--- config.mk ---
export PLATFORM = sky130hd
export DESIGN_NAME = sampleFifo
export DESIGN_NICKNAME = d
export VERILOG_FILES = /design/src/design/mfPkg.sv /design/src/design/sampleFifo.sv
export SDC_FILE = /design/constraint.sdc
export NUM_CORES = 1
export LEC_CHECK = 0
export BUFFER_PORTS_ARGS = -buffer_cell sky130_fd_sc_hd__buf_2
export CELL_PAD_IN_SITES_DETAIL_PLACEMENT = 1
export CELL_PAD_IN_SITES_GLOBAL_PLACEMENT = 1
export CORE_MARGIN = 2
export CORE_UTILIZATION = 57
export DETAILED_ROUTE_END_ITERATION = 10
export PLACE_DENSITY_LB_ADDON = 0.1
export REMOVE_ABC_BUFFERS = 1
export SYNTH_ARGS = -nofsm -noshare
export SYNTH_HDL_FRONTEND = slang
export SYNTH_SLANG_ARGS = --single-unit
--- constraint.sdc ---
create_clock -name clock -period 8.22 [get_ports clock]
set_input_delay 1.233 -clock clock [delete_from_list [all_inputs] [get_ports clock]]
set_output_delay 1.233 -clock clock [all_outputs]
set_load 0.05 [all_outputs]
--- src/design/mfPkg.sv ---
package mfPkg;

	// ------------------------------
	// number formats
	// ------------------------------
	localparam int DATA_WIDTH = 16; // signed, the same for real and imaginary parts
	localparam int PROD_WIDTH = 2 * DATA_WIDTH;
	localparam int ACC_WIDTH  = 35; // one full product plus three growth bits
	localparam int FRAC_SHIFT = 15; // coefficients are treated as Q1.15

	// after the shift only OUT_WIDTH bits carry information
	localparam int OUT_WIDTH = 20;
	localparam int MAG_WIDTH = 21; // |re| + |im| needs one bit more than a component

	// ------------------------------
	// filter and buffer sizes
	// ------------------------------
	localparam int NUM_TAPS      = 8;
	localparam int TAP_IDX_WIDTH = $clog2(NUM_TAPS);
	localparam int TAP_CNT_WIDTH = $clog2(NUM_TAPS + 1); // counts up to NUM_TAPS inclusive

	localparam int FIFO_DEPTH     = 8;
	localparam int FIFO_PTR_WIDTH = $clog2(FIFO_DEPTH);
	localparam int FIFO_CNT_WIDTH = $clog2(FIFO_DEPTH + 1);

	// ------------------------------
	// FIR control
	// ------------------------------
	// IDLE holds off the sample stream until a full coefficient set is present
	typedef enum logic {
		IDLE,
		RUN
	} filterStateT;

endpackage
--- src/design/sampleFifo.sv ---
`timescale 1ns/1ps

module sampleFifo (
	input  logic                                clock,
	input  logic                                rstN,
	input  logic                                flush,

	input  logic                                inValid,
	output logic                                inReady,
	input  logic signed [mfPkg::DATA_WIDTH-1:0] inRe,
	input  logic signed [mfPkg::DATA_WIDTH-1:0] inIm,

	output logic                                fifoValid,
	input  logic                                fifoReady,
	output logic signed [mfPkg::DATA_WIDTH-1:0] fifoRe,
	output logic signed [mfPkg::DATA_WIDTH-1:0] fifoIm
);

	logic signed [mfPkg::DATA_WIDTH-1:0] memRe [mfPkg::FIFO_DEPTH];
	logic signed [mfPkg::DATA_WIDTH-1:0] memIm [mfPkg::FIFO_DEPTH];

	logic [mfPkg::FIFO_PTR_WIDTH-1:0] wrPtr;
	logic [mfPkg::FIFO_PTR_WIDTH-1:0] rdPtr;
	logic [mfPkg::FIFO_CNT_WIDTH-1:0] count;

	logic fifoFull;
	logic doWrite;
	logic doRead;

	// wraps at FIFO_DEPTH, so the depth need not be a power of two
	function automatic logic [mfPkg::FIFO_PTR_WIDTH-1:0] nextPtr(
		input logic [mfPkg::FIFO_PTR_WIDTH-1:0] ptr
	);
		if (ptr == mfPkg::FIFO_PTR_WIDTH'(mfPkg::FIFO_DEPTH - 1)) begin
			return '0;
		end
		return ptr + 1'b1;
	endfunction

	assign fifoFull  = (count == mfPkg::FIFO_CNT_WIDTH'(mfPkg::FIFO_DEPTH));
	assign fifoValid = (count != '0);

	// a full buffer still takes a sample when the head leaves on the same edge
	assign inReady = !flush && (!fifoFull || fifoReady);
	assign doWrite = inValid && inReady;
	assign doRead  = fifoValid && fifoReady;

	assign fifoRe = memRe[rdPtr];
	assign fifoIm = memIm[rdPtr];

	// ------------------------------
	// pointers and occupancy
	// ------------------------------
	always_ff @(posedge clock or negedge rstN) begin
		if (!rstN) begin
			wrPtr <= '0;
			rdPtr <= '0;
			count <= '0;
		end else if (flush) begin
			wrPtr <= '0;
			rdPtr <= '0;
			count <= '0;
		end else begin
			if (doWrite) wrPtr <= nextPtr(wrPtr);
			if (doRead)  rdPtr <= nextPtr(rdPtr);
			case ({doWrite, doRead})
				2'b10:   count <= count + 1'b1;
				2'b01:   count <= count - 1'b1;
				default: count <= count; // idle or one in and one out
			endcase
		end
	end

	always_ff @(posedge clock) begin
		if (doWrite) begin
			memRe[wrPtr] <= inRe;
			memIm[wrPtr] <= inIm;
		end
	end

endmodule

==> results.cfg <==
[die]
rows = 49
coreArea_um2 = 17900
start_util = 0.580
dieWidth_um = 139
die-area_um2 = 19300
io_pins = 71
fp.dieH_um = 139

[grt]
grt.overflow.total = 0
grt_max_degree = 53
grt_pass1_wl_um = 32100
grt_pass1_vias = 5367
grt_usage = 0.221
antenna_found_initial = 2

[yosys]
avgSynthCellArea_um2 = 22.8
async_flop_share = 0.0376
synthCells = 455
synth_top_area_cell = edfxtp_1
synth-edff-count = 256
yosysWarnings = 0
synth_top_area_frac = 0.740
ys_top_cells_by_area = edfxtp_1, mux4_2, mux2_2
yosysMostFrequentCell = edfxtp_1
syn-cell-area_um2 = 10400
yosysSeqAreaShare = 0.764
synth_ff_type = edfxtp_1
ys_ff_latch = 266
synth.distinct_cells = 38
yosys-top-cells-count = edfxtp_1, mux4_2, mux2_2

[min_path]
worstHoldPathType = primary input to async pin

[power_and_ir_drop]
power_density_nw_per_um2 = 287
total_power_uw = 3390
peakVddDrop_mv = 0.290
leakagePower_uw = 0.00386

[status]
status = completed

[place]
routabilityCongestion = 0.721
hpwl_um = 11800
portBuffers = 70
post_dp_cell_area_um2 = 11000

[setup_path]
r2r_slack_ps = 5440
critPathTopFamily = buffers and inverters
crit_type = register to output port
cp_num_buf_inv = 2
endpoint_kind = output port
rr_worst_depth = 5
path_cells = buf_4, mux4_2, mux2_2, buf_2
cpMaxStageDelayCell = buf_4
crit_required_ps = 6990
r2r-start = count[0]
timing.rr.end = memRe[7][1]
start_kind = register
cp_max_fo = 52
cp.arrival_ps = 3170
critPathMaxStageDelay_ps = 870

[routing]
vias = 4780
drt-pass1-iter-count = 4
drt_drc_violations_left = 0
dr.first_iter.drc_count = 282
detail-route-antenna-nets = 0
wirelength_um = 20400
routedWlPerCell_um = 25.8
vias_per_cell = 6.04

[timing]
fmax_mhz = 227
whs_ps = 572
rsz0062_at_grt = false
drv_slew = 0
period_share = 0.536
finalClockSkew_ps = 27.6
tns_ps = 0
worst_slew_pin_slew_ps = 1050
max_slew_margin = 0.298
min_period_ps = 4410
final_hold_viol_count = 0
setup_violations = 0

[cts]
cts_tree = yes
cts_buffers = 26
cts_root_buffer = clkbuf_16
clock_sinks = 266
post_cts_buffers = 0
hold_buffers = 0
path_clk_slew_ps = 60
clk_latency_ps = 550
cts_resized = 0
htree_levels = 1
cts_buffer_depth = 3

[cells_and_area]
seqCellArea_um2 = 7940
fillers = 1431
stdcell_area_um2 = 11800
area_growth_pct = 14.0
post-route-util = 0.661
nets = 587
multi_input_area_um2 = 2340
layout-drive-gt1-share = 0.409

[flow_run]
maxCapViolations = 0
==> report_power, final <==
part           leakage [µW]  switching, µW  internal, µW
Sequential          0.00244           53.7          1530
Combinational       0.00103            417           273
Clock              0.000390            473           643
==> per-stage QoR <==
step                      instances  setup slack (ps)
final                           792              3810
after global placement          745              4330
after detailed placement        745              4260
after global routing            792              3590
after floorplan                 432              3030
after CTS                       791              3700
==> cell type report <==
| type | instances | area share |
|---|---|---|
| Timing Repair Buffer | 84 | 0.0385 |
| Clock buffer | 33 | 0.0572 |
| Antenna cell | 1 | 0.000211 |
| Tap cell | 229 | 0.0242 |
| Inverter | 3 | 0.000951 |
| Sequential cell | 266 | 0.671 |
| Multi-Input combinational cell | 163 | 0.198 |
| Clock inverter | 13 | 0.0105 |
==> placed cells by master (no fill, tap or decap), drive strengths merged, types with 2 or more instances in the layout <==
cell type  Yosys  layout
nor3           6       6
o21ai          5       5
mux2i          2       2
ha             6       6
and3           2       2
nor2b          2       2
xor2           3       3
mux2          34      34
buf           13      84
nand2b         6       6
nor2          10      10
or3            2       2
edfxtp       256     256
nand3b         3       3
bufinv         0       2
inv            3       3
mux4          64      64
nand2          2       2
dfrtp         10      10
clkbuf        10      33
a31oi          3       3
clkinv         0      10
==> cell families after synthesis <==
logic type,after synthesis,synth area share
xor+xnor,4,0.00337
flops,266,0.764
mux,100,0.178
buf+inv,26,0.0151
fa+ha+maj,6,0.00723
simple gates,35,0.0181
compound gates,18,0.0142
==> registers in the layout (all words and copies together), names as in the netlist <==
register and count:
count 4, memIm 128, memRe 128, rdPtr 3, wrPtr 3
==> worst max path at each step <==
stage / startpoint / to / cells after the start
after global placement: rdPtr[0] / fifoRe[12] / 4
after CTS: rdPtr[0] / fifoIm[6] / 4
after global routing: rdPtr[0] / fifoRe[7] / 4
final: rdPtr[0] / fifoIm[6] / 4
after detailed placement: rdPtr[0] / fifoIm[6] / 4
after floorplan: flush / memIm[0][0] / 3
==> metal layers <==
layer	track usage	wire length [µm]
met3	0.0383	908
met5	0	7
met1	0.296	8410
met2	0.372	10600
met4	0.0776	474
Note: power is estimated with default switching activity, not from simulation.
