==> src/design/mfPkg.sv <==
package mfPkg;

	// ------------------------------
	// number formats
	// ------------------------------
	localparam int DATA_WIDTH = 16; // signed, the same for real and imaginary parts
	localparam int PROD_WIDTH = 2 * DATA_WIDTH;
	localparam int ACC_WIDTH  = 35; // one full product plus three growth bits
	localparam int FRAC_SHIFT = 15; // coefficients are treated as Q1.15

	// after the shift only OUT_WIDTH bits carry information
	localparam int OUT_WIDTH = 20;
	localparam int MAG_WIDTH = 21; // |re| + |im| needs one bit more than a component

	// ------------------------------
	// filter and buffer sizes
	// ------------------------------
	localparam int NUM_TAPS      = 8;
	localparam int TAP_IDX_WIDTH = $clog2(NUM_TAPS);
	localparam int TAP_CNT_WIDTH = $clog2(NUM_TAPS + 1); // counts up to NUM_TAPS inclusive

	localparam int FIFO_DEPTH     = 8;
	localparam int FIFO_PTR_WIDTH = $clog2(FIFO_DEPTH);
	localparam int FIFO_CNT_WIDTH = $clog2(FIFO_DEPTH + 1);

	// ------------------------------
	// FIR control
	// ------------------------------
	// IDLE holds off the sample stream until a full coefficient set is present
	typedef enum logic {
		IDLE,
		RUN
	} filterStateT;

endpackage
==> src/design/coeffStore.sv <==
`timescale 1ns/1ps

module coeffStore (
	input  logic                                 clock,
	input  logic                                 rstN,
	input  logic                                 flush,

	input  logic                                 coeffValid,
	output logic                                 coeffReady,
	input  logic signed [mfPkg::DATA_WIDTH-1:0]  coeffRe,
	input  logic signed [mfPkg::DATA_WIDTH-1:0]  coeffIm,

	output logic                                 coeffsLoaded,
	output logic signed [mfPkg::DATA_WIDTH-1:0]  coefRe [mfPkg::NUM_TAPS],
	output logic signed [mfPkg::DATA_WIDTH-1:0]  coefIm [mfPkg::NUM_TAPS]
);

	logic [mfPkg::TAP_CNT_WIDTH-1:0] tapCount; // number of taps held so far
	logic                            coeffAccept;

	// the counter stops at NUM_TAPS, which is what marks the set as complete
	assign coeffsLoaded = (tapCount == mfPkg::TAP_CNT_WIDTH'(mfPkg::NUM_TAPS));
	assign coeffReady   = !coeffsLoaded && !flush;
	assign coeffAccept  = coeffValid && coeffReady;

	// ------------------------------
	// tap counter
	// ------------------------------
	always_ff @(posedge clock or negedge rstN) begin
		if (!rstN) begin
			tapCount <= '0;
		end else if (flush) begin
			tapCount <= '0; // stored values become stale and are simply overwritten
		end else if (coeffAccept) begin
			tapCount <= tapCount + 1'b1;
		end
	end

	// ------------------------------
	// coefficient registers
	// ------------------------------
	// the counter value is the slot, so the first accepted coefficient is h[0]
	always_ff @(posedge clock) begin
		if (coeffAccept) begin
			coefRe[tapCount[mfPkg::TAP_IDX_WIDTH-1:0]] <= coeffRe;
			coefIm[tapCount[mfPkg::TAP_IDX_WIDTH-1:0]] <= coeffIm;
		end
	end

endmodule

==> config.mk <==
export PLATFORM = sky130hd
export DESIGN_NAME = coeffStore
export DESIGN_NICKNAME = d
export VERILOG_FILES = /design/src/design/mfPkg.sv /design/src/design/coeffStore.sv
export SDC_FILE = /design/constraint.sdc
export NUM_CORES = 1
export LEC_CHECK = 0
export BUFFER_PORTS_ARGS = -buffer_cell sky130_fd_sc_hd__buf_2
export CAP_MARGIN = 20
export CORE_ASPECT_RATIO = 0.7
export CORE_MARGIN = 3
export CORE_UTILIZATION = 30
export DETAILED_ROUTE_END_ITERATION = 12
export HOLD_SLACK_MARGIN = 0.02
export PLACE_DENSITY_LB_ADDON = 0.12
export SLEW_MARGIN = 5
export SYNTH_ARGS = -nofsm -noshare
export SYNTH_HDL_FRONTEND = slang
export SYNTH_SLANG_ARGS = --single-unit
export TNS_END_PERCENT = 10
==> constraint.sdc <==
create_clock -name clock -period 3.45 [get_ports clock]
set_input_delay 0.69 -clock clock [delete_from_list [all_inputs] [get_ports clock]]
set_output_delay 0.69 -clock clock [all_outputs]
set_load 0.01 [all_outputs]
==> results.md <==
* Top cells by count, synth: edfxtp_1, nor2_1, dfrtp_1, nand2_1
* Final WL at 21800 um
* DRT Pass-1 Iters at 5
* Syn_nets at 332
* Initial antenna violation count at 0
* HP Start: coeffIm[6]
* Startpoint Class: flop
* Pin count of the biggest net entering global routing at 28
* Slew Limit Fails at 0
* Fillers at ~2400
* Crit-path max FO at 7
* Vias in the first global route at around 4500
* DP Area at 0.0101 mm^2
* Critical Path Start: tapCount[0]
* FP Rows at 49
* Power per Cell Area at 597 mW/mm^2
* Synth-to-Final Area Change at 37.1%
* Hold crit path type: input port to flop
* Nets@finish at 664
* Most common cell in the netlist: edfxtp_1
* Syn avg cell area at 27.2 um^2
* Hold_ws at roughly 0.43 ns
* Die width at 201 um
* Flops & latches, synth at between 200 and 300
* CTS tree: built
* Final hold violation count at 0
* Via count at 4207
* Iteration-0 DRC Markers at 220
* Max Clock Freq at 385 MHz
* I/O pins at 294
* Synth top area cells: edfxtp_1, dfrtp_1, nor2_1
* Outcome: complete, no violations
* Final core occ at 0.423
* Worst Skew at between 0.015 and 0.02 ns
* VDD IR-drop max at 554 uV
* Die Y at between 100 and 150 um
* RSZ-0062 raised after global routing: no
* YS warnings at 0
* CORE AREA at between 0.02 and 0.03 mm^2
* Placed cells at between 900 and 1000
* Period utilisation layout at 0.752
* Syn Inst Count at just under 300
* Biggest area consumer among synthesized cells: edfxtp_1
* Total track usage at 0.149
* Clock latency on the worst-skew pair at 0.53 ns
* CP endpoint kind: output pin
* Crit path required time at 2.76 ns
* Clock buffer depth at 3
* Die footprint at ~0.029 mm^2
* Worst-path clk slew at around 0.070 ns
* Reg-to-Reg Start: tapCount[0]
* Post-Synthesis Cell Area at about 0.0080 mm^2
* CTS Sinks at between 200 and 300
* Slew @ Worst Pin at between 0.5 and 0.6 ns
* Vias per cell at between 4 and 5
* Final instance area at approximately 0.011 mm^2
* Critical Path AT at ~1.9 ns
* Root buffer cell: clkbuf_16
* Htree depth at 1
* Global route overflow at 0
* Final ANT Viol Nets at 0
* Post-synth ARST share at 0.0154
* Layout cells sized above 1 at 0.542
* Routed WL per cell at 21.8 um
* Port bufs at roughly 290
* Post-synth EDFFs at between 200 and 300
* Half-perimeter wire length after placement at 14900 um
* Unique cell type count in the Yosys netlist at 18
* Initial Util at 0.308
* Max-Cap Viols at 0
* Max-slew headroom at 0.620
* Final setup viols at 0
* Total CTS buffers at 26
* Yosys top cell area share at 0.960
* Tmin final at roughly 2.6 ns
* Final GP Congestion at approximately 0.8
* Register area share after synthesis at 0.972
* Static leakage at between 4 and 5 nW
* Ant. Diodes at 0
* Most used DFF post-synth: edfxtp_1
* Drt drc at 0
* Hold-fix buffers at CTS at 1
* Setup Buffers After CTS at 0
* First-pass GRT wire length at about 31000 um
* Crit Path Category: flop to output pin
* Non-filler cells, final at approximately 1000
* Number of gates resized after CTS at 0
## final cells by class
cell class | count | area, um^2 | area share
sequential | 260 | 7790 | 0.709
timing repair buffer | 305 | 1610 | 0.147
clock buffer | 34 | 702 | 0.0639
tap | 357 | 447 | 0.0407
multi-input combinational | 31 | 265 | 0.0242
clock inverter | 12 | 165 | 0.0150
inverter | 2 | 7.51 | 0.000684
## cells by family (layout without fill, tap and decap cells)
| logic type | count (synthesis) | count (layout) | share of synthesized area |
|---|---|---|---|
| AOI/OAI and AO/OA | 3 | 3 | 0.00187 |
| muxes | 3 | 3 | 0.00391 |
| adders and majority gates | 2 | 2 | 0.00312 |
| buffers and inverters | 3 | 353 | 0.00234 |
| and+or+nand+nor | 23 | 23 | 0.0166 |
| DFF | 260 | 260 | 0.972 |
## per-stage QoR
stage	worst slack, ns	power, mW	setup TNS [ns]
final	0.855	6.56	0
after global routing	0.735	6.81	0
after floorplan	-0.193	3.65	-6.19
after CTS	0.828	6.66	0
after detailed placement	0.876	3.78	0
after global placement	0.950	3.78	0
## metal layers
layer	wire length (um)	GRT usage	vias up
li1	-	-	1838
met1	9150	0.192	2121
met2	9940	0.232	217
met3	2290	0.0693	31
met4	425	0.0334	0
met5	0	0	-
## state kept, by name (all words and copies together), names as in the netlist
name / cells
coefIm: 128
coefRe: 128
tapCount: 4
## where the power goes
group	leakage (nW)	internal (mW)	switching, mW
Combinational	1.34	0.0520	0.123
Clock	0.420	1.73	1.13
Sequential	2.37	3.52	0.0163
Total	4.13	5.30	1.27
## worst paths after layout
| kind | to | slack (ns) | depth (start not counted) |
|---|---|---|---|
| min reg2reg | tapCount[3] | 0.59 | 2 |
| max in group asynchronous | tapCount[2] | 2.82 | 2 |
| max | coeffReady | 0.85 | 5 |
| min | coefIm[86] | 0.43 | 1 |
| min in group asynchronous | tapCount[1] | 0.49 | 2 |
| max reg2reg | coefIm[68] | 0.89 | 6 |
## worst max-delay path, cell delays in order (launching register included)
cell     delay [ns]
dfrtp_1        0.51
inv_1          0.14
ha_1           0.25
and3b_2        0.25
nor2_1         0.09
buf_2          0.14
## cells in the final DEF, fill, tap and decap left out, types with 2 or more instances in the layout
| cell type | n |
|---|---|
| bufinv_16 | 4 |
| ha_1 | 2 |
| nor2_1 | 4 |
| mux2i_1 | 2 |
| buf_12 | 4 |
| nand2b_1 | 2 |
| a21oi_1 | 2 |
| buf_2 | 293 |
| dfrtp_1 | 4 |
| nor2_4 | 6 |
| inv_1 | 2 |
| clkbuf_16 | 27 |
| clkinv_1 | 5 |
| clkinv_2 | 2 |
| nand2_1 | 4 |
| buf_4 | 7 |
| edfxtp_1 | 256 |
| clkbuf_1 | 7 |
Power figures use the tool's default switching activity.
