[config.mk]
export PLATFORM = sky130hd
export DESIGN_NAME = magnitudeStage
export DESIGN_NICKNAME = d
export VERILOG_FILES = /design/src/design/mfPkg.sv /design/src/design/magnitudeStage.sv
export SDC_FILE = /design/constraint.sdc
export NUM_CORES = 1
export LEC_CHECK = 0
export ABC_AREA = 1
export BUFFER_PORTS_ARGS = -buffer_cell sky130_fd_sc_hd__buf_2
export CAP_MARGIN = 20
export CORE_MARGIN = 2
export CORE_UTILIZATION = 60
export DETAILED_ROUTE_END_ITERATION = 10
export GPL_ROUTABILITY_DRIVEN = 0
export PLACE_DENSITY = 0.89
export SLEW_MARGIN = 20
export SYNTH_ARGS = -nofsm -noshare
export SYNTH_HDL_FRONTEND = slang
export SYNTH_SLANG_ARGS = --single-unit
export TNS_END_PERCENT = 5
[constraint.sdc]
create_clock -name clock -period 7.2 [get_ports clock]
set_clock_uncertainty 0.2 [all_clocks]
set_input_delay 0.36 -clock clock [delete_from_list [all_inputs] [get_ports clock]]
set_output_delay 0.36 -clock clock [all_outputs]
set_load 0.01 [all_outputs]
[src/design/mfPkg.sv]
package mfPkg;

	// ------------------------------
	// number formats
	// ------------------------------
	localparam int DATA_WIDTH = 16; // signed, the same for real and imaginary parts
	localparam int PROD_WIDTH = 2 * DATA_WIDTH;
	localparam int ACC_WIDTH  = 35; // one full product plus three growth bits
	localparam int FRAC_SHIFT = 15; // coefficients are treated as Q1.15

	// after the shift only OUT_WIDTH bits carry information
	localparam int OUT_WIDTH = 20;
	localparam int MAG_WIDTH = 21; // |re| + |im| needs one bit more than a component

	// ------------------------------
	// filter and buffer sizes
	// ------------------------------
	localparam int NUM_TAPS      = 8;
	localparam int TAP_IDX_WIDTH = $clog2(NUM_TAPS);
	localparam int TAP_CNT_WIDTH = $clog2(NUM_TAPS + 1); // counts up to NUM_TAPS inclusive

	localparam int FIFO_DEPTH     = 8;
	localparam int FIFO_PTR_WIDTH = $clog2(FIFO_DEPTH);
	localparam int FIFO_CNT_WIDTH = $clog2(FIFO_DEPTH + 1);

	// ------------------------------
	// FIR control
	// ------------------------------
	// IDLE holds off the sample stream until a full coefficient set is present
	typedef enum logic {
		IDLE,
		RUN
	} filterStateT;

endpackage
[src/design/magnitudeStage.sv]
`timescale 1ns/1ps

module magnitudeStage (
	input  logic                               clock,
	input  logic                               rstN,
	input  logic                               flush,

	input  logic                               firValid,
	output logic                               firReady,
	input  logic signed [mfPkg::OUT_WIDTH-1:0] firRe,
	input  logic signed [mfPkg::OUT_WIDTH-1:0] firIm,

	output logic                               outValid,
	input  logic                               outReady,
	output logic [mfPkg::MAG_WIDTH-1:0]        outMag
);

	logic signed [mfPkg::MAG_WIDTH-1:0] extRe;
	logic signed [mfPkg::MAG_WIDTH-1:0] extIm;
	logic        [mfPkg::MAG_WIDTH-1:0] absRe;
	logic        [mfPkg::MAG_WIDTH-1:0] absIm;
	logic                               resultAccept;

	assign firReady     = !flush && (!outValid || outReady);
	assign resultAccept = firValid && firReady;

	// widen first so negating the most negative component cannot wrap
	assign extRe = firRe;
	assign extIm = firIm;
	assign absRe = extRe[mfPkg::MAG_WIDTH-1] ? -extRe : extRe;
	assign absIm = extIm[mfPkg::MAG_WIDTH-1] ? -extIm : extIm;

	always_ff @(posedge clock or negedge rstN) begin
		if (!rstN) begin
			outValid <= 1'b0;
		end else if (flush) begin
			outValid <= 1'b0; // whatever is in flight is dropped
		end else if (resultAccept) begin
			outValid <= 1'b1;
		end else if (outReady) begin
			outValid <= 1'b0;
		end
	end

	always_ff @(posedge clock) begin
		if (resultAccept) begin
			outMag <= absRe + absIm; // L1 norm stands in for the true magnitude
		end
	end

endmodule

==> results of run 1 <==
-- stage by stage --
step,total power (W),std cells,worst slack [ns],instance area [sq um],hold WS (ns)
after global routing,0.0005975,554,4.135,3338,0.1021
after CTS,0.0005499,554,4.498,3338,0.08526
final,0.0005510,554,4.471,3338,0.08478
after floorplan,0.0003885,430,4.575,2872,-0.1356
after global placement,0.0004545,549,4.324,3273,-0.06440
after detailed placement,0.0004637,549,4.230,3273,-0.06454
-- worst max-delay path: stages --
cell and delay, ns:
buf_2 0.11, inv_1 0.09, ha_1 0.19, nand3_2 0.12, nor2_2 0.17, nand3_1 0.11, nand2_2 0.12, o21ai_0 0.10
nand2_1 0.07, nand2_1 0.05, ha_1 0.36, nand2_1 0.16, inv_1 0.05, nand2_1 0.06, nand2_1 0.05, a21oi_1 0.17
nand3_1 0.10, nand2_1 0.06, nand2_1 0.05
-- worst paths after layout --
kind	endpoint	slack, ns	depth (start not counted)
min in group asynchronous	outValid	0.19	2
max in group asynchronous	outValid	6.53	2
worst min-delay path	outValid	0.08	2
worst max register to register	outMag[17]	5.78	4
worst max-delay path	outMag[19]	4.47	19
worst min register to register	outValid	0.36	2
-- routing by layer --
metal / share of wire [%] / global-route usage (%) / vias to the layer above
li1: - / - / 1525
met4: 2.2 / 10.08 / 0
met2: 47 / 43.14 / 109
met5: 0 / 0 / -
met3: 5.2 / 0.6906 / 15
met1: 45 / 31.13 / 1298
-- final cells by class --
| type | instances | area, sq um | area share [%] |
|---|---|---|---|
| clock buffers | 4 | 55.05 | 1.649 |
| repair buffers | 69 | 352.8 | 10.57 |
| well taps | 54 | 67.56 | 2.024 |
| inverters | 60 | 225.2 | 6.747 |
| flip-flops and latches | 22 | 655.6 | 19.64 |
| multi-input cells | 345 | 1982 | 59.37 |
-- logic make-up (layout without fill, tap and decap cells) --
kind of cell / Yosys count / in the layout
DFF: 22 / 22
and+or+nand+nor: 241 / 241
AOI/OAI and AO/OA: 43 / 43
adders and majority gates: 23 / 23
xor gates and xnor gates: 38 / 38
buffers and inverters: 63 / 133
-- synthesized netlist by cell type (all sizes together) --
cell | number | share of area, %
dfrtp | 1 | 0.87
clkbuf | 1 | 0.13
ha | 22 | 9.6
clkinv | 1 | 0.13
buf | 2 | 0.35
o21bai | 2 | 0.52
inv | 59 | 7.7
xnor2 | 14 | 4.3
xor2 | 24 | 7.3
o211ai | 3 | 0.78
fa | 1 | 0.70
nand2 | 135 | 19
nor3 | 6 | 1.2
o31ai | 4 | 1.0
or2 | 1 | 0.22
o21ai | 12 | 2.1
nand3 | 30 | 6.4
edfxtp | 21 | 22
and2 | 2 | 0.52
nor4 | 2 | 0.44
a21oi | 20 | 3.6
nand3b | 3 | 0.78
a31oi | 2 | 0.44
nor2 | 59 | 9.3
nand4 | 3 | 0.87
-- timing repair --
item | CTS | global route
endpoints found under the hold margin | 1 | 0
buffers inserted | 0 | 0
hold buffers | 1 | 0
-- report_power, final --
part | total [W] | leakage (nW) | switching (W) | internal [W]
Combinational | 0.000296 | 1.50 | 0.000185 | 0.000111
Sequential | 0.000169 | 0.209 | 0.00000246 | 0.000166
Clock | 0.0000861 | 0.0288 | 0.0000374 | 0.0000487
-- flip-flops by register name (all words and copies together), names as in the netlist --
name	cells
outMag	21
outValid	1
==> summary.txt, run 1 <==
Finish
  – Filler Cells Inserted: 398
  – Most frequent cells in the layout: 123 x nand2_1, 67 x buf_2, 56 x inv_1
  – Share of post-route cells with drive strength above 1: 22.40%
  – Final nets: 569
  – # diodes: 0
  – Fin util: 71.62%
  – Commonest non-fill, non-tap cell in the layout: nand2_1
  – Area Growth Syn to Fin: 16.25%

Setup path
  – Worst Path Required: 7.02 ns
  – CP max FO: 5
  – CP startpoint: firRe[0]
  – WP data arrival: ~2.6 ns
  – Reg2reg start: outValid
  – Critical path launch point type: input pin
  – WS Path Type: in -> reg
  – Critical path endpoint category: flop

Power and ir drop
  – Worst vdd ir: 0.06974 mV
  – PwrDens: approximately 170 nW/um^2
  – Static leakage: 1.741 nW

Place
  – Post-DP HPWL: around 5400 um
  – Port Buffers: 67

Synthesis
  – Register area share after synthesis: 22.83%
  – Mux cell area share after synthesis: 0%
  – Compound-Gate Fraction of Synth Area: approximately 8.5%
  – Netlist cell types: 35
  – Avg Inst Size Synth: 6.678 sq um
  – Synth warn: 0
  – Synth Area in XOR/XNOR: 11.59%
  – Simple-gate area share of the yosys netlist: 38.47%
  – Largest family of logic cells by synthesized area: simple AND/OR/NAND/NOR gates
  – Synth Register Bits: 22
  – Post-Synth Adder-Cell Area: 10.28%
  – Cells after Synth: 430
  – Post-Syn Nets: 498
  – Syn Std Cell Area: 2872 sq um

Detailed routing
  – DR vias: around 2.9k
  – Vias per cell: 5.319
  – First-pass iteration count of the detailed router: 5
  – WL/cell: 11.30 um
  – DRC viols: 0
  – Initial DRC count: 115
  – Routed Antenna Nets: 0
  – Final WL: 6260 um

Clock network
  – CTS H-tree depth: 1
  – CTS sink count: 22
  – Root buffer cell: clkbuf_8
  – Skew-Pair Late Insertion Delay: 0.26 ns
  – Post-CTS Resized: 0
  – CTS tree: yes
  – Num CTS Buffers: 3
  – Worst-case clock buffer depth: 2
  – Clk slew on worst S/H paths: 0.07 ns

Floorplan
  – I/O Pins: 68
  – Row cnt: 25
  – Die X: around 73 um
  – Core area: 4661 sq um
  – Die Y: 73.18 um
  – Initial core utilization: 61.61%
  – Die Footprint: 5355 sq um

Global routing
  – Global-route wire length before repair: 10570 um
  – Initial antenna violation count: 0
  – Total grt overflow: 0
  – Largest net degree at the start of global routing: 22
  – Overall routing resource usage: roughly a quarter
  – Number of global-route vias before repair: 2612

STA
  – Fin crit period: 2.729 ns
  – Fmax: 366.5 MHz
  – Period utilization: 37.90%
  – RSZ-0062 raised after global routing: no
  – Worst slew margin: 76.67%
  – Actual slew at the worst max-slew pin: 0.3496 ns
  – Max Slew Vio Count: 0
  – Final number of hold-violating endpoints: 0
  – Finish-stage setup viols: 0
  – TNS Setup: 0 ns

Hold path
  – Worst hold path class: in -> reg
  – Startpoint of the most critical hold path: flush

Run
  – Max-Cap Viols: 0

Status
  – Status: finished clean
Note: power is estimated with default switching activity, not from simulation.
==> inputs of run 2 (changes only) <==
ABC_AREA = 0   (was 1)
CORE_UTILIZATION = 53   (was 60)
PLACE_DENSITY = 0.82   (was 0.89)
clock period = 2.54 ns   (was 7.2 ns; I/O delays follow)
==> summary.txt, run 2 <==
Setup path
  – Critical path launch point type: input pin
  – R2r setup slk: 1.01 ns
  – CP cell instances: buf_2 -> inv_2 -> ha_2 -> nand3b_1 -> buf_4 -> o31ai_4 -> xnor2_1 -> ha_1 -> and4_1 -> nand2_1 -> a211oi_1 -> o31ai_2 -> and3_1 -> nor3_1
  – Slowest CP cell: ha_1
  – CP max FO: 4
  – WS Path Type: in -> reg
  – Max incr delay on CP: roughly 0.39 ns
  – WP data arrival: 2.96 ns
  – Critical path endpoint category: flop
  – Worst Path Required: 2.42 ns

Synthesis
  – Post-Syn Nets: ~340
  – Avg Inst Size Synth: roughly 8.9 sq um
  – Cells after Synth: 275
  – Synth warn: 0
  – Post-synth top cells: 43 x xnor2_1, 25 x nand2_1, 22 x ha_1, 22 x o21ai_0, 21 x edfxtp_1
  – Top-count cell post-synth: xnor2_1
  – Syn Std Cell Area: 2450 sq um
  – Main synth FF type: edfxtp_1
  – Netlist cell types: 43
  – FFs w/ async S/R, synth: 4.545%
  – Post-synth top area share: 25.74%
  – Post-synth EDFFs: 21
  – Area contributors post-synth: edfxtp_1 26%, xnor2_1 15%, ha_1 11%
  – Cell type with the largest total area after synthesis: edfxtp_1
  – Synth Register Bits: 22
  – Register area share after synthesis: 26.76%

STA
  – Worst slew margin: 70.96%
  – Worst setup margin: -0.5416 ns
  – Fin crit period: 3.082 ns
  – Max Slew Vio Count: 0
  – Finish-stage setup viols: 13
  – RSZ-0062 raised after global routing: yes
  – Actual slew at the worst max-slew pin: approximately 0.43 ns
  – Fmax: 324.5 MHz
  – Final number of hold-violating endpoints: 0
  – Period utilization: 121.3%
  – Hold slack: 0.1634 ns

Detailed routing
  – DR vias: about 3.2k
  – Final WL: around 10000 um
  – Routed Antenna Nets: 0
  – First-pass iteration count of the detailed router: 8
  – Initial DRC count: 471
  – DRC viols: 0
  – WL/cell: ~21 um
  – Vias per cell: approximately 6.5

Finish
  – Largest register FFs: 21
  – Largest Register: outMag
  – Commonest non-fill, non-tap cell in the layout: buf_4
  – Area Growth Syn to Fin: 62.87%
  – Non-Filler Instances: 494
  – Biggest regs: outMag x21, outValid x1
  – Final nets: roughly 510
  – Most frequent cells in the layout: 95 x buf_4, 66 x buf_2, 41 x xnor2_1
  – # diodes: 0
  – Share of post-route cells with drive strength above 1: 50.23%

Clock network
  – Skew-Pair Late Insertion Delay: 0.25 ns
  – Num CTS Buffers: 3
  – Clk slew on worst S/H paths: 0.08 ns
  – Worst-case clock buffer depth: 2
  – CTS H-tree depth: 1
  – CTS sink count: 22
  – CTS tree: yes
  – Root buffer cell: clkbuf_8

Global routing
  – Initial antenna violation count: 0
  – Total grt overflow: 0
  – Number of global-route vias before repair: 2691
  – Overall routing resource usage: 28.52%
  – Global-route wire length before repair: 11910 um
  – Largest net degree at the start of global routing: 22

Status
  – Status: finished, violations left
  – Failing checks: negative setup slack

Floorplan
  – Die Footprint: 5182 sq um
  – I/O Pins: 68
  – Initial core utilization: 55.50%
  – Die Y: 71.99 um
  – Core area: between 4000 and 5000 sq um
  – Die X: 71.99 um
  – Row cnt: 24

Hold path
  – Worst hold path class: in -> reg

Power and ir drop
  – Static leakage: 1.826 nW
  – PwrDens: 470.9 nW/um^2
  – Total Power: 0.001879 W
  – Worst vdd ir: 0.2121 mV

Place
  – Port Buffers: 67
  – DP Cell Count: 473
  – Post-DP HPWL: around 5300 um

Run
  – Max-Cap Viols: 0
run 2: changes by cell type after synthesis, moves of 7 or more:
cell / previous run / this run
nand2_1: 123 / 25
inv_1: 56 / 9
nor2_1: 47 / 12
xnor2_1: 14 / 43
nand3_1: 23 / 4
xor2_1: 24 / 7
nand2_2: 12 / 0
o21ai_0: 10 / 22
a21o_1: 0 / 9
nor2_2: 9 / 0
nand3_2: 7 / 0
run 2: what timing repair did:
item / CTS / global route
endpoints found under the hold margin: 2 / 0
cloned: 0 / 0
gates resized for setup: 39 / 31
pin swaps: 17 / 26
hold buffers: 4 / 0
setup endpoints to repair: 9 / 13
buffers inserted: 4 / 9
run 2: through the flow:
stage	utilization (%)	area, sq um	setup slack, ns	setup TNS, ns
3_5_place_dp	78.91	3483	-0.6678	-5.500
6_report	90.39	3990	-0.5416	-3.314
4_1_cts	85.80	3787	-0.1654	-1.138
5_1_grt	90.39	3990	-0.5193	-3.937
3_3_place_gp	78.91	3483	-0.4986	-4.070
2_1_floorplan	-	2459	-0.2854	-2.038
run 2: per-layer routing:
layer  GRT usage, %  share of wire [%]
met1          33.77                 36
met2          52.88                 47
met3          2.361                 10
met4          11.74                6.4
met5              0                  0
run 2: cells by family after synthesis:
group	count (synthesis)	synth area share (%)
AO/OA/AOI/OAI	82	22.52
XOR/XNOR	50	17.88
adder cells (fa/ha/maj)	23	12.05
buffers and inverters	14	2.145
flip-flops	22	26.76
AND/OR/NAND/NOR	84	18.64
run 2: power breakdown:
part / switching, W / leakage (nW) / internal, W
registers: 0.00000753 / 0.208 / 0.000477
clock network: 0.000105 / 0.0228 / 0.000112
logic: 0.000608 / 1.60 / 0.000569
total: 0.000721 / 1.83 / 0.00116
run 2: layout make-up:
class                   count  area, sq um
clock buffers               4        45.04
fillers                   167        424.2
multi-input cells         239         2064
inverters                   9        33.78
flip-flops and latches     22        655.6
repair buffers            168         1126
well taps                  52        65.06
run 2: path summary, 6_finish.rpt:
path                          start    endpoint  cells past startpoint
max                        firRe[1]  outMag[18]                     14
max in group asynchronous      rstN    outValid                      3
min reg2reg                outValid  outMag[10]                      4
min in group asynchronous      rstN    outValid                      3
min                        firIm[0]   outMag[0]                      3
max reg2reg                outValid   outMag[7]                      4
run 2: critical path: cells and delay by family:
family,cells,cell delay [ns]
AO/OA/AOI/OAI,3,0.74
AND/OR/NAND/NOR,5,1.00
adder cells (fa/ha/maj),2,0.57
XOR/XNOR,1,0.11
buffers and inverters,3,0.41
==> inputs of run 3 (changes only) <==
CORE_UTILIZATION = 48   (was 53)
CTS_CLUSTER_SIZE = 25   (was default)
PLACE_DENSITY = 0.77   (was 0.82)
clock period = 2.7 ns   (was 2.54 ns; I/O delays follow)
==> summary.txt, run 3 (synthesized netlist as in run 2, its figures left out) <==
Place
  – Pre-CTS setup slack: -0.4602 ns
  – Port Buffers: 67
  – Post-DP HPWL: 5031 um

Finish
  – Sequential cell area: around 660 sq um
  – Filler Cells Inserted: 341
  – # diodes: 0
  – Largest Register: outMag
  – Multi-input gate area: 2041 sq um
  – Largest register FFs: 21
  – Final nets: 493
  – Share of post-route cells with drive strength above 1: 46.46%
  – Biggest regs: outMag x21, outValid x1
  – Most frequent cells in the layout: 78 x buf_4, 67 x buf_2, 39 x xnor2_1
  – Commonest non-fill, non-tap cell in the layout: buf_4
  – Area Growth Syn to Fin: 57.30%

Floorplan
  – Die X: 75.44 um
  – I/O Pins: between 60 and 70
  – Die Y: 75.44 um
  – Core area: 5010 sq um
  – Initial core utilization: 48.90%
  – Die Footprint: 5691 sq um
  – Row cnt: 26

Setup path
  – Cell depth of the worst flop-to-flop path: 4
  – WS Path Type: in -> reg
  – Critical path launch point type: input pin
  – WP data arrival: 2.59 ns
  – Worst Path Required: approximately 2.5 ns
  – CP max FO: 3
  – CP cell instances: buf_2 -> or4_4 -> or3_4 -> o21ai_2 -> xnor2_1 -> ha_1 -> a21o_1 -> a211o_1 -> o22ai_1 -> a21oi_1 -> xor2_1
  – R2r setup slk: 1.15 ns
  – FF-to-FF End: outMag[20]
  – Reg2reg start: outValid
  – Crit path buffers/inverters: 1
  – Max incr delay on CP: 0.53 ns
  – Slowest CP cell: or4_4
  – Largest delay share family, worst path: simple AND/OR/NAND/NOR gates
  – Critical path endpoint category: flop

STA
  – Period utilization: 103.3%
  – Worst setup margin: -0.08790 ns
  – RSZ-0062 raised after global routing: yes
  – Fin crit period: 2.788 ns
  – Max Slew Vio Count: 0
  – Final number of hold-violating endpoints: 0
  – TNS Setup: -0.1780 ns
  – Actual slew at the worst max-slew pin: between 0.3 and 0.4 ns
  – Fmax: 358.7 MHz
  – Worst slew margin: 74.87%
  – Finish-stage setup viols: 3

Power and ir drop
  – Worst vdd ir: 0.1972 mV
  – Combinational power share: 58.9%
  – Seq pwr share: 27.5%
  – Sw Share: 35.33%
  – Power share of the clock group: 13.6%
  – PwrDens: approximately 430 nW/um^2
  – Static leakage: 1.740 nW
  – P_int: 0.001074 W
  – Total net switching power: 0.0005865 W

Clock network
  – CTS tree: yes
  – Clk slew on worst S/H paths: 0.07 ns
  – Root buffer cell: clkbuf_8
  – CTS H-tree depth: 1
  – CTS sink count: 22
  – Worst-case clock buffer depth: 2
  – Skew-Pair Late Insertion Delay: 0.26 ns
  – Num CTS Buffers: 3

Hold path
  – Hold EP: outMag[0]
  – Hold path depth: 3
  – Worst hold path class: in -> reg
  – Startpoint of the most critical hold path: firRe[0]

Global routing
  – Global-route wire length before repair: 10050 um
  – Number of global-route vias before repair: 2373
  – Initial antenna violation count: 0
  – Largest net degree at the start of global routing: 22
  – Total grt overflow: 0
  – Overall routing resource usage: 22.26%

Detailed routing
  – WL/cell: ~14 um
  – DR vias: 2605
  – Routed Antenna Nets: 0
  – Initial DRC count: 151
  – DRC viols: 0
  – Vias per cell: between 5 and 6
  – Final WL: 6891 um
  – First-pass iteration count of the detailed router: 4

Status
  – Status: finished, violations left
  – Failing checks: negative setup slack

Run
  – Max-Cap Viols: 0
## run 3: worst max path at each step
stage          slack, ns         end  cells past startpoint  startpoint
3_3_place_gp       -0.34  outMag[20]                     13    firRe[4]
3_5_place_dp       -0.46  outMag[18]                     13    firIm[8]
4_1_cts            -0.02  outMag[17]                     14    firRe[4]
6_report           -0.09  outMag[19]                     11   firIm[12]
5_1_grt            -0.22  outMag[18]                     12   firIm[12]
2_1_floorplan      -0.13  outMag[19]                     10   firIm[12]
## run 3: tightest hold or removal path, delay by kind of cell
family,cells,cell delay [ns]
buf+inv,2,0.21
fa+ha+maj,1,0.15
## run 3: power groups by stage
stage	sequential [W]	combinational, W	clock (W)
after floorplan	0.000488	0.000465	0
after global routing	0.000460	0.00106	0.000242
after CTS	0.000456	0.000898	0.000231
after global placement	0.000464	0.000830	0
final	0.000456	0.000979	0.000225
after detailed placement	0.000464	0.000858	0
## run 3: repair_timing
action	CTS	global route
buffers inserted	3	0
hold endpoints to repair	2	0
gates resized for setup	24	32
setup endpoints to repair	9	9
hold buffers	4	0
pin swaps	12	16
## run 3: per-layer routing
layer	track usage, %	share of wire [%]	vias to the layer above
met3	1.323	3.5	16
met4	7.212	2.0	0
met5	0	0	-
met1	29.31	44	1191
met2	39.03	51	76
li1	-	-	1322
## run 3: layout make-up
class / count / share of cell area [%]
Sequential cell: 22 / 17.01
Inverter: 9 / 0.8766
Timing Repair Buffer: 150 / 25.45
Tap cell: 70 / 2.273
Multi-Input combinational cell: 239 / 52.95
Clock buffer: 4 / 1.429
## run 3: metrics by stage
step / hold slack (ns) / power, W / cells / utilization, % / instance area (sq um)
floorplan: -0.3606 / 0.0009534 / 275 / - / 2459
global placement: -0.2898 / 0.001294 / 483 / 68.78 / 3446
detailed placement: -0.2869 / 0.001323 / 483 / 68.78 / 3446
CTS: 0.1523 / 0.001585 / 494 / 73.78 / 3696
global route: 0.1738 / 0.001763 / 494 / 76.92 / 3854
finish: 0.1566 / 0.001660 / 494 / 76.92 / 3854
